--- src/source/dbg_pkg.sv ---
package dbg_pkg;

  localparam int unsigned NrHarts      = 4;
  localparam int unsigned BusWidth     = 32;
  localparam int unsigned DmiAddrWidth = 7;

  typedef logic [DmiAddrWidth-1:0]    dmi_addr_t;
  typedef logic [BusWidth-1:0]        bus_word_t;
  typedef logic [$clog2(NrHarts)-1:0] hart_sel_t;
  typedef logic [NrHarts-1:0]         hart_vec_t;

  // debug module register map
  localparam dmi_addr_t AddrData0      = 7'h04;
  localparam dmi_addr_t AddrDmcontrol  = 7'h10;
  localparam dmi_addr_t AddrDmstatus   = 7'h11;
  localparam dmi_addr_t AddrSbcs       = 7'h38;
  localparam dmi_addr_t AddrSbaddress0 = 7'h39;
  localparam dmi_addr_t AddrSbdata0    = 7'h3C;

  typedef enum logic [1:0] {
    NOP   = 2'd0,
    READ  = 2'd1,
    WRITE = 2'd2
  } dmi_op_e;

  typedef enum logic [1:0] {
    IDLE,
    REQUEST,
    WAIT_RVALID
  } sba_state_e;

  typedef struct packed {
    dmi_op_e   op;
    dmi_addr_t addr;
    bus_word_t data;
  } dmi_req_t;

  typedef struct packed {
    bus_word_t data;
    logic      error;
  } dmi_resp_t;

  // one access handed from the register block to the bus engine
  typedef struct packed {
    logic      start;
    logic      we;
    bus_word_t addr;
    bus_word_t wdata;
    logic      autoincrement;
  } sba_cmd_t;

  typedef struct packed {
    logic      busy;
    logic      done;
    bus_word_t rdata;
    bus_word_t next_addr;
  } sba_stat_t;

  typedef struct packed {
    logic                    req;
    logic                    we;
    bus_word_t               addr;
    logic [BusWidth/8-1:0]   be;
    bus_word_t               wdata;
  } sbus_req_t;

endpackage

--- src/source/debug_system.sv ---
`timescale 1ns/10ps

module debug_system (
  input  logic               clk_i,
  input  logic               rst_ni,
  input  logic               test_en_i,
  input  logic               dmi_req_valid_i,
  input  dbg_pkg::dmi_req_t  dmi_req_i,
  output logic               dmi_resp_valid_o,
  output dbg_pkg::dmi_resp_t dmi_resp_o,
  input  dbg_pkg::hart_vec_t halted_i,
  output dbg_pkg::hart_vec_t debug_req_o,
  output dbg_pkg::sbus_req_t sbus_req_o,
  input  logic               sbus_gnt_i,
  input  logic               sbus_rvalid_i,
  input  dbg_pkg::bus_word_t sbus_rdata_i,
  output logic               ndmreset_no
);
  import dbg_pkg::*;

  hart_sel_t hartsel;
  logic      haltreq;
  logic      ndmreset;
  logic      anyhalted;
  logic      allhalted;
  sba_cmd_t  sba_cmd;
  sba_stat_t sba_stat;

  dm_regs i_dm_regs (
    .clk_i            (clk_i),
    .rst_ni           (rst_ni),
    .dmi_req_valid_i  (dmi_req_valid_i),
    .dmi_req_i        (dmi_req_i),
    .dmi_resp_valid_o (dmi_resp_valid_o),
    .dmi_resp_o       (dmi_resp_o),
    .hartsel_o        (hartsel),
    .haltreq_o        (haltreq),
    .ndmreset_o       (ndmreset),
    .anyhalted_i      (anyhalted),
    .allhalted_i      (allhalted),
    .sba_cmd_o        (sba_cmd),
    .sba_stat_i       (sba_stat)
  );

  halt_ctrl i_halt_ctrl (
    .clk_i       (clk_i),
    .rst_ni      (rst_ni),
    .hartsel_i   (hartsel),
    .haltreq_i   (haltreq),
    .halted_i    (halted_i),
    .debug_req_o (debug_req_o),
    .anyhalted_o (anyhalted),
    .allhalted_o (allhalted)
  );

  // system bus access stays on the native req/gnt bus
  sba_engine i_sba_engine (
    .clk_i         (clk_i),
    .rst_ni        (rst_ni),
    .cmd_i         (sba_cmd),
    .stat_o        (sba_stat),
    .sbus_req_o    (sbus_req_o),
    .sbus_gnt_i    (sbus_gnt_i),
    .sbus_rvalid_i (sbus_rvalid_i),
    .sbus_rdata_i  (sbus_rdata_i)
  );

  sys_rstgen i_sys_rstgen (
    .clk_i      (clk_i),
    .rst_ni     (rst_ni),
    .ndmreset_i (ndmreset),
    .test_en_i  (test_en_i),
    .rst_no     (ndmreset_no)
  );

endmodule

--- src/source/dm_regs.sv ---
`timescale 1ns/10ps

module dm_regs (
  input  logic               clk_i,
  input  logic               rst_ni,
  input  logic               dmi_req_valid_i,
  input  dbg_pkg::dmi_req_t  dmi_req_i,
  output logic               dmi_resp_valid_o,
  output dbg_pkg::dmi_resp_t dmi_resp_o,
  output dbg_pkg::hart_sel_t hartsel_o,
  output logic               haltreq_o,
  output logic               ndmreset_o,
  input  logic               anyhalted_i,
  input  logic               allhalted_i,
  output dbg_pkg::sba_cmd_t  sba_cmd_o,
  input  dbg_pkg::sba_stat_t sba_stat_i
);
  import dbg_pkg::*;

  // dmcontrol fields
  logic      haltreq_q;
  logic      ndmreset_q;
  logic      dmactive_q;
  hart_sel_t hartsel_q;
  // sbcs fields
  logic      sbreadonaddr_q;
  logic      sbautoinc_q;
  logic      sbreadondata_q;
  logic      sberror_q;
  bus_word_t data0_q;
  bus_word_t sbaddress_q;
  bus_word_t sbdata_q;
  logic      resp_valid_q;
  dmi_resp_t resp_q;
  logic      sba_start_q;
  logic      sba_we_q;
  bus_word_t sba_addr_q;
  bus_word_t sba_wdata_q;
  logic      is_read;
  logic      is_write;
  logic      addr_err;
  bus_word_t rdata;
  logic      sba_kick;
  logic      kick_we;
  bus_word_t kick_addr;
  bus_word_t kick_wdata;
  logic      collide;

  always_comb begin
    is_read  = dmi_req_valid_i && (dmi_req_i.op == READ);
    is_write = dmi_req_valid_i && (dmi_req_i.op == WRITE);
    rdata    = '0;
    addr_err = 1'b0;
    case (dmi_req_i.addr)
      AddrData0:      rdata = data0_q;
      AddrDmcontrol: begin
        rdata[31]    = haltreq_q;
        rdata[17:16] = hartsel_q;
        rdata[1]     = ndmreset_q;
        rdata[0]     = dmactive_q;
      end
      AddrDmstatus: begin
        rdata[9]   = allhalted_i;
        rdata[8]   = anyhalted_i;
        rdata[3:0] = 4'd2;
      end
      AddrSbcs: begin
        rdata[21] = sba_stat_i.busy;
        rdata[20] = sbreadonaddr_q;
        rdata[16] = sbautoinc_q;
        rdata[15] = sbreadondata_q;
        rdata[12] = sberror_q;
      end
      AddrSbaddress0: rdata = sbaddress_q;
      AddrSbdata0:    rdata = sbdata_q;
      default:        addr_err = 1'b1;
    endcase

    // which request kicks off a bus access
    sba_kick   = 1'b0;
    kick_we    = 1'b0;
    kick_addr  = sbaddress_q;
    kick_wdata = sbdata_q;
    if (is_write && (dmi_req_i.addr == AddrSbaddress0) && sbreadonaddr_q) begin
      sba_kick  = 1'b1;
      kick_addr = dmi_req_i.data;
    end else if (is_write && (dmi_req_i.addr == AddrSbdata0)) begin
      sba_kick   = 1'b1;
      kick_we    = 1'b1;
      kick_wdata = dmi_req_i.data;
    end else if (is_read && (dmi_req_i.addr == AddrSbdata0) && sbreadondata_q) begin
      sba_kick = 1'b1;
    end
    // start already in flight counts as busy too
    collide = sba_kick && (sba_stat_i.busy || sba_start_q);
  end

  always_ff @(posedge clk_i or negedge rst_ni) begin
    if (!rst_ni) begin
      resp_valid_q   <= 1'b0;
      resp_q         <= '0;
      haltreq_q      <= 1'b0;
      hartsel_q      <= '0;
      ndmreset_q     <= 1'b0;
      dmactive_q     <= 1'b0;
      sbreadonaddr_q <= 1'b0;
      sbautoinc_q    <= 1'b0;
      sbreadondata_q <= 1'b0;
      sberror_q      <= 1'b0;
      sba_start_q    <= 1'b0;
    end else begin
      resp_valid_q <= dmi_req_valid_i;
      resp_q.data  <= is_read ? rdata : '0;
      resp_q.error <= (is_read || is_write) && (addr_err || collide);
      sba_start_q  <= sba_kick && !collide;
      if (collide) begin
        sberror_q <= 1'b1;
      end
      if (is_write && (dmi_req_i.addr == AddrDmcontrol)) begin
        haltreq_q  <= dmi_req_i.data[31];
        hartsel_q  <= dmi_req_i.data[17:16];
        ndmreset_q <= dmi_req_i.data[1];
        dmactive_q <= dmi_req_i.data[0];
      end
      if (is_write && (dmi_req_i.addr == AddrSbcs)) begin
        sbreadonaddr_q <= dmi_req_i.data[20];
        sbautoinc_q    <= dmi_req_i.data[16];
        sbreadondata_q <= dmi_req_i.data[15];
        // write 1 to clear
        if (dmi_req_i.data[12]) begin
          sberror_q <= 1'b0;
        end
      end
    end
  end

  always_ff @(posedge clk_i) begin
    if (sba_kick) begin
      sba_we_q    <= kick_we;
      sba_addr_q  <= kick_addr;
      sba_wdata_q <= kick_wdata;
    end
    if (sba_stat_i.done) begin
      sbdata_q <= sba_stat_i.rdata;
      if (sbautoinc_q) begin
        sbaddress_q <= sba_stat_i.next_addr;
      end
    end
    // a refused access leaves the registers untouched
    if (is_write && !collide) begin
      case (dmi_req_i.addr)
        AddrData0:      data0_q     <= dmi_req_i.data;
        AddrSbaddress0: sbaddress_q <= dmi_req_i.data;
        AddrSbdata0:    sbdata_q    <= dmi_req_i.data;
        default: ;
      endcase
    end
  end

  assign dmi_resp_valid_o        = resp_valid_q;
  assign dmi_resp_o              = resp_q;
  assign hartsel_o               = hartsel_q;
  assign haltreq_o               = haltreq_q;
  assign ndmreset_o              = ndmreset_q;
  assign sba_cmd_o.start         = sba_start_q;
  assign sba_cmd_o.we            = sba_we_q;
  assign sba_cmd_o.addr          = sba_addr_q;
  assign sba_cmd_o.wdata         = sba_wdata_q;
  assign sba_cmd_o.autoincrement = sbautoinc_q;

  // transport waits for the response before the next request
  a_dmi_no_overlap: assert property (@(posedge clk_i) disable iff (!rst_ni)
    dmi_req_valid_i |=> !dmi_req_valid_i);

endmodule

--- src/source/halt_ctrl.sv ---
`timescale 1ns/10ps

module halt_ctrl (
  input  logic               clk_i,
  input  logic               rst_ni,
  input  dbg_pkg::hart_sel_t hartsel_i,
  input  logic               haltreq_i,
  input  dbg_pkg::hart_vec_t halted_i,
  output dbg_pkg::hart_vec_t debug_req_o,
  output logic               anyhalted_o,
  output logic               allhalted_o
);
  import dbg_pkg::*;

  hart_vec_t halted_q;

  // halted comes from the cores, register it once
  always_ff @(posedge clk_i or negedge rst_ni) begin
    if (!rst_ni) begin
      halted_q <= '0;
    end else begin
      halted_q <= halted_i;
    end
  end

  // only the selected hart is asked to halt, and only until it reports halted
  always_comb begin
    debug_req_o            = '0;
    debug_req_o[hartsel_i] = haltreq_i && !halted_q[hartsel_i];
  end

  // with a single selected hart any and all collapse to the same bit
  assign anyhalted_o = halted_q[hartsel_i];
  assign allhalted_o = halted_q[hartsel_i];

  a_single_debug_req: assert property (@(posedge clk_i) disable iff (!rst_ni)
    $onehot0(debug_req_o));

  // a hart that has reported halted gets no request in the next cycle
  a_halted_no_req: assert property (@(posedge clk_i) disable iff (!rst_ni)
    (halted_i != '0) |=> ((debug_req_o & $past(halted_i)) == '0));

endmodule

--- src/source/sba_engine.sv ---
`timescale 1ns/10ps

module sba_engine (
  input  logic               clk_i,
  input  logic               rst_ni,
  input  dbg_pkg::sba_cmd_t  cmd_i,
  output dbg_pkg::sba_stat_t stat_o,
  output dbg_pkg::sbus_req_t sbus_req_o,
  input  logic               sbus_gnt_i,
  input  logic               sbus_rvalid_i,
  input  dbg_pkg::bus_word_t sbus_rdata_i
);
  import dbg_pkg::*;

  sba_state_e state_q;
  logic       done_q;
  logic       we_q;
  logic       autoinc_q;
  bus_word_t  addr_q;
  bus_word_t  data_q;

  always_ff @(posedge clk_i or negedge rst_ni) begin
    if (!rst_ni) begin
      state_q <= IDLE;
      done_q  <= 1'b0;
    end else begin
      done_q <= 1'b0;
      case (state_q)
        IDLE: begin
          if (cmd_i.start) begin
            state_q <= REQUEST;
          end
        end
        REQUEST: begin
          // a write is complete with its grant
          if (sbus_gnt_i) begin
            if (we_q) begin
              state_q <= IDLE;
              done_q  <= 1'b1;
            end else begin
              state_q <= WAIT_RVALID;
            end
          end
        end
        WAIT_RVALID: begin
          if (sbus_rvalid_i) begin
            state_q <= IDLE;
            done_q  <= 1'b1;
          end
        end
        default: state_q <= IDLE;
      endcase
    end
  end

  // data_q holds write data first and read data after rvalid
  always_ff @(posedge clk_i) begin
    if ((state_q == IDLE) && cmd_i.start) begin
      we_q      <= cmd_i.we;
      autoinc_q <= cmd_i.autoincrement;
      addr_q    <= cmd_i.addr;
      data_q    <= cmd_i.wdata;
    end else if ((state_q == WAIT_RVALID) && sbus_rvalid_i) begin
      data_q <= sbus_rdata_i;
    end
  end

  assign sbus_req_o.req   = (state_q == REQUEST);
  assign sbus_req_o.we    = we_q;
  assign sbus_req_o.addr  = addr_q;
  assign sbus_req_o.be    = '1;
  assign sbus_req_o.wdata = data_q;

  // busy covers the done cycle so sbdata0 is captured before sbbusy drops
  assign stat_o.busy      = (state_q != IDLE) || done_q;
  assign stat_o.done      = done_q;
  assign stat_o.rdata     = data_q;
  assign stat_o.next_addr = autoinc_q ? addr_q + BusWidth'(4) : addr_q;

  a_req_stable: assert property (@(posedge clk_i) disable iff (!rst_ni)
    sbus_req_o.req && !sbus_gnt_i |=> sbus_req_o.req && $stable(sbus_req_o));

  a_rvalid_expected: assert property (@(posedge clk_i) disable iff (!rst_ni)
    sbus_rvalid_i |-> state_q == WAIT_RVALID);

endmodule

--- src/source/sys_rstgen.sv ---
`timescale 1ns/10ps

module sys_rstgen (
  input  logic clk_i,
  input  logic rst_ni,
  input  logic ndmreset_i,
  input  logic test_en_i,
  output logic rst_no
);

  logic       rst_src_n;
  logic [1:0] sync_q;

  // in test mode only the external reset reaches the system
  assign rst_src_n = test_en_i ? rst_ni : (rst_ni & ~ndmreset_i);

  // assert right away, release after two clean edges
  always_ff @(posedge clk_i or negedge rst_src_n) begin
    if (!rst_src_n) begin
      sync_q <= '0;
    end else begin
      sync_q <= {sync_q[0], 1'b1};
    end
  end

  assign rst_no = sync_q[1];

endmodule

--- config.mk ---
export PLATFORM = sky130hd
export DESIGN_NAME = debug_system
export DESIGN_NICKNAME = d
export VERILOG_FILES = /design/src/source/dbg_pkg.sv /design/src/source/debug_system.sv /design/src/source/dm_regs.sv /design/src/source/halt_ctrl.sv /design/src/source/sba_engine.sv /design/src/source/sys_rstgen.sv
export SDC_FILE = /design/constraint.sdc
export NUM_CORES = 1
export LEC_CHECK = 0
export BUFFER_PORTS_ARGS = -buffer_cell sky130_fd_sc_hd__buf_2
export CAP_MARGIN = 20
export CORE_MARGIN = 3
export CORE_UTILIZATION = 54
export CTS_CLUSTER_DIAMETER = 200
export DETAILED_ROUTE_END_ITERATION = 6
export HOLD_SLACK_MARGIN = 0.15
export PLACE_DENSITY_LB_ADDON = 0.25
export RECOVER_POWER = 50
export SYNTH_ARGS = -nofsm -noshare
export SYNTH_HDL_FRONTEND = slang
export SYNTH_HIERARCHICAL = 1
export SYNTH_SLANG_ARGS = --single-unit
--- constraint.sdc ---
create_clock -name clk_i -period 1.2 [get_ports clk_i]
set_clock_uncertainty 0.2 [all_clocks]
set_input_delay 0.06 -clock clk_i [delete_from_list [all_inputs] [get_ports clk_i]]
set_output_delay 0.06 -clock clk_i [all_outputs]
set_load 0.01 [all_outputs]
==> impl_metrics.tcl <==
set metrics [dict create \
    status "finished with violations" \
    violations "hold timing, setup timing" \
    post-route-min-period_ns 2.49 \
    synth_xor_area_frac 0.0204 \
    critPathLaunch "i_sba_engine/addr_q[15]$_DFFE_PP_" \
    period_share 2.08 \
    required_ns 1.45 \
    drt-pass1-iter-count 5 \
    fp-row-count 54 \
    min_path_cells 5 \
    worst-setup-path-type "flip-flop to flip-flop" \
    nNetsFinal 1492 \
    dp_slack_ns -1.03 \
    met3_length_um 7540 \
    antenna_found_initial 1 \
    reg2reg_to "i_dm_regs/sbaddress_q[24]$_DFF_P_" \
    wl_met2_um 25300 \
    hold_path.class "input pin to flip-flop" \
    total_power_w 0.0278 \
    clk_pin_slew_worst_paths_ns 0.07 \
    final_layout_size_suffix_gt1_frac 0.564 \
    initial_core_util 0.561 \
    root_buffer "clkbuf_16" \
    powerDensity_nw_per_um2 1380 \
    core-area_um2 22200 \
    dr.max_layer_used "met5" \
    r2r_slack_ns -1.29 \
    timing.rr.start "i_sba_engine/addr_q[15]$_DFFE_PP_" \
    drt_iter0_drc 1570 \
    ir_worst_vdd_uv 1060 \
    worst_slew_pin_slew_ns 1.08 \
    cellLeakagePower_nw 8.48 \
    dieArea_um2 25000 \
    clk_latency_ns 0.57 \
    drcViolationCount 0 \
    cts_sinks 280 \
    synth-seq-area-share 0.601 \
    setup_viol 501 \
    htree_levels 1 \
    critPathMaxFanout 7 \
    synth-main-ff-cell "edfxtp_1" \
    die_w_um 158 \
    globalplace.congestion 0.915 \
    final_cells 1709 \
    synth_top_family_by_area "multiplexers" \
    port_buffers 187 \
    worstPathArrival_ns 2.74 \
    fin_ws_ns -1.29 \
    synth-edff-count 163 \
    cts_buffer_depth 3 \
    final_common_cell "edfxtp_1" \
    final_core_util 0.906 \
    grt_overflow 0 \
    ys_seq_elements 280 \
    syn_avg_cell_area_um2 13.7 \
    maxSlewViolCount 0 \
    critPathLaunchType "flip-flop" \
    track_usage 0.364 \
    numCtsBuffers 30 \
    synthMuxAreaShare 0.183 \
    synth-compound-area-share 0.0684 \
    rsz0062_at_grt "yes" \
    slew-limit-headroom 0.281 \
    synthToLayoutAreaGrowth_pct 61.4 \
    r2r_cells 8 \
    grt_max_degree 20 \
    routedLengthMet1_um 19100 \
    max_freq_ghz 0.401 \
    ys_async_sr_fraction 0.189 \
    wl_per_cell_um 33.3 \
    hp-start "dmi_req_i[32]" \
    yosys_warnings 6 \
    dp_cells 1446 \
    cts_tree "done" \
    die_h_um 158 \
    final_cell_mix "edfxtp_1, mux2_4, buf_6, buf_2, buf_4" \
    cp-end-kind "flip-flop" \
    hold_ws_ns -0.0557 \
    ant_nets 0 \
    via_per_inst 6.72 \
    drv_cap 0 \
    synth_adder_area_share 0.00502 \
    wirelength_um 56900 \
    yosys.area_share.simple 0.0723 \
    grt_pass1_wl_um 67200 \
    vias 11500 \
    first_global_vias 10800 \
    whs_endpoint "i_dm_regs/dmi_resp_o[13]$_DFF_PN0_" \
    hold_viol_final 5 \
    dpl.hpwl_um 23500 \
    yosysUniqueCellTypes 59 \
    synth_area_um2 12500 \
    syn_inst 912 \
    ios 192 \
]
==> per-layer routing <==
layer,global-route usage,vias to the layer above
met5,0,-
met4,0.154,2
met3,0.103,359
met2,0.589,1159
met1,0.464,5579
li1,-,4378
==> cell usage after synthesis, types with 3 or more instances <==
cell type / number / area, µm²
a22o_1: 29 / 254
nand3b_1: 4 / 30.0
mux2i_1: 36 / 360
buf_6: 5 / 56.3
dfrtp_1: 53 / 1330
dfxtp_1: 64 / 1280
buf_2: 7 / 35.0
nor3_1: 7 / 35.0
a21oi_1: 41 / 205
ha_1: 5 / 62.6
and3_1: 8 / 50.1
mux2_2: 168 / 1890
nand2_1: 22 / 82.6
nor2_1: 62 / 233
clkbuf_1: 32 / 120
and2_1: 5 / 31.3
nand4_1: 14 / 87.6
a32oi_1: 3 / 26.3
and4_1: 3 / 26.3
o31ai_1: 3 / 22.5
inv_1: 11 / 41.3
xor2_1: 7 / 61.3
xnor2_1: 22 / 193
buf_4: 46 / 345
o22ai_1: 6 / 37.5
nand3_1: 14 / 70.1
o21ai_0: 4 / 20.0
a22oi_1: 31 / 233
edfxtp_1: 163 / 4890
==> sequential cells by signal (all words and copies together), names as in the netlist, 2 cells and up <==
register,cells
i_sys_rstgen/sync_q,2
i_dm_regs/sbaddress_q,32
i_dm_regs/data0_q,32
i_dm_regs/sba_wdata_q,32
i_sba_engine/state_q,2
i_halt_ctrl/halted_q,4
i_sba_engine/data_q,32
i_sba_engine/addr_q,32
i_dm_regs/sba_addr_q,32
i_dm_regs/dmi_resp_o,33
i_dm_regs/sbdata_q,32
i_dm_regs/hartsel_o,2
==> metrics by stage <==
stage               setup TNS, ns  area (µm²)
floorplan                 -259.61       13200
CTS                       -251.54       19200
detailed placement        -290.38       15200
global route              -272.72       20100
global placement          -283.12       15200
finish                    -258.64       20100
==> logic make-up after synthesis <==
kind of cell               after synthesis
AOI/OAI and AO/OA                      124
xor gates and xnor gates                29
adders and majority gates                5
buffers and inverters                  103
DFF                                    280
muxes                                  206
other                                    2
and+or+nand+nor                        163
==> report_power, final <==
| group | internal, W | leakage [nW] | switching (W) |
|---|---|---|---|
| logic | 0.00334 | 5.25 | 0.00266 |
| clock network | 0.00543 | 0.487 | 0.00425 |
| registers | 0.0112 | 2.74 | 0.000878 |
| total | 0.0200 | 8.48 | 0.00779 |
==> area by class of cell <==
type                            instances  area [µm²]
Sequential cell                       280        7500
Multi-Input combinational cell        532        5820
Timing Repair Buffer                  549        5430
Fill cell                             735        2090
Clock buffer                           37         808
Tap cell                              280         350
Clock inverter                         19         175
Inverter                               11        45.0
Antenna cell                            1        2.50
==> worst max-delay path: stages, from the launching register on <==
cell and delay (ns):
edfxtp_1 0.44, nand4_4 0.16, nor4_4 0.24, buf_4 0.19
buf_12 0.13, nand4_1 0.18, xnor2_1 0.26, mux2_4 0.30
mux2_4 0.25
==> timing repair <==
action	4_1_cts	5_1_grt
pin swaps	39	77
setup buffers	75	88
hold buffers	82	1
gates cloned	27	5
hold endpoints to repair	356	81
resized for setup	248	255
setup endpoints to repair	474	477
==> worst max-delay path by stage <==
stage	end	slack, ns	depth (start not counted)
4_1_cts	i_dm_regs/sbaddress_q[27]$_DFF_P_	-0.98	7
5_1_grt	i_dm_regs/sbaddress_q[24]$_DFF_P_	-1.30	8
2_1_floorplan	i_dm_regs/sba_addr_q[0]$_DFFE_PP_	-1.17	4
3_5_place_dp	i_dm_regs/sba_addr_q[21]$_DFFE_PP_	-1.03	6
3_3_place_gp	i_dm_regs/sba_wdata_q[18]$_DFFE_PP_	-1.01	6
6_report	i_dm_regs/sbaddress_q[24]$_DFF_P_	-1.29	8
No activity file was read; power rests on OpenSTA's default activity.
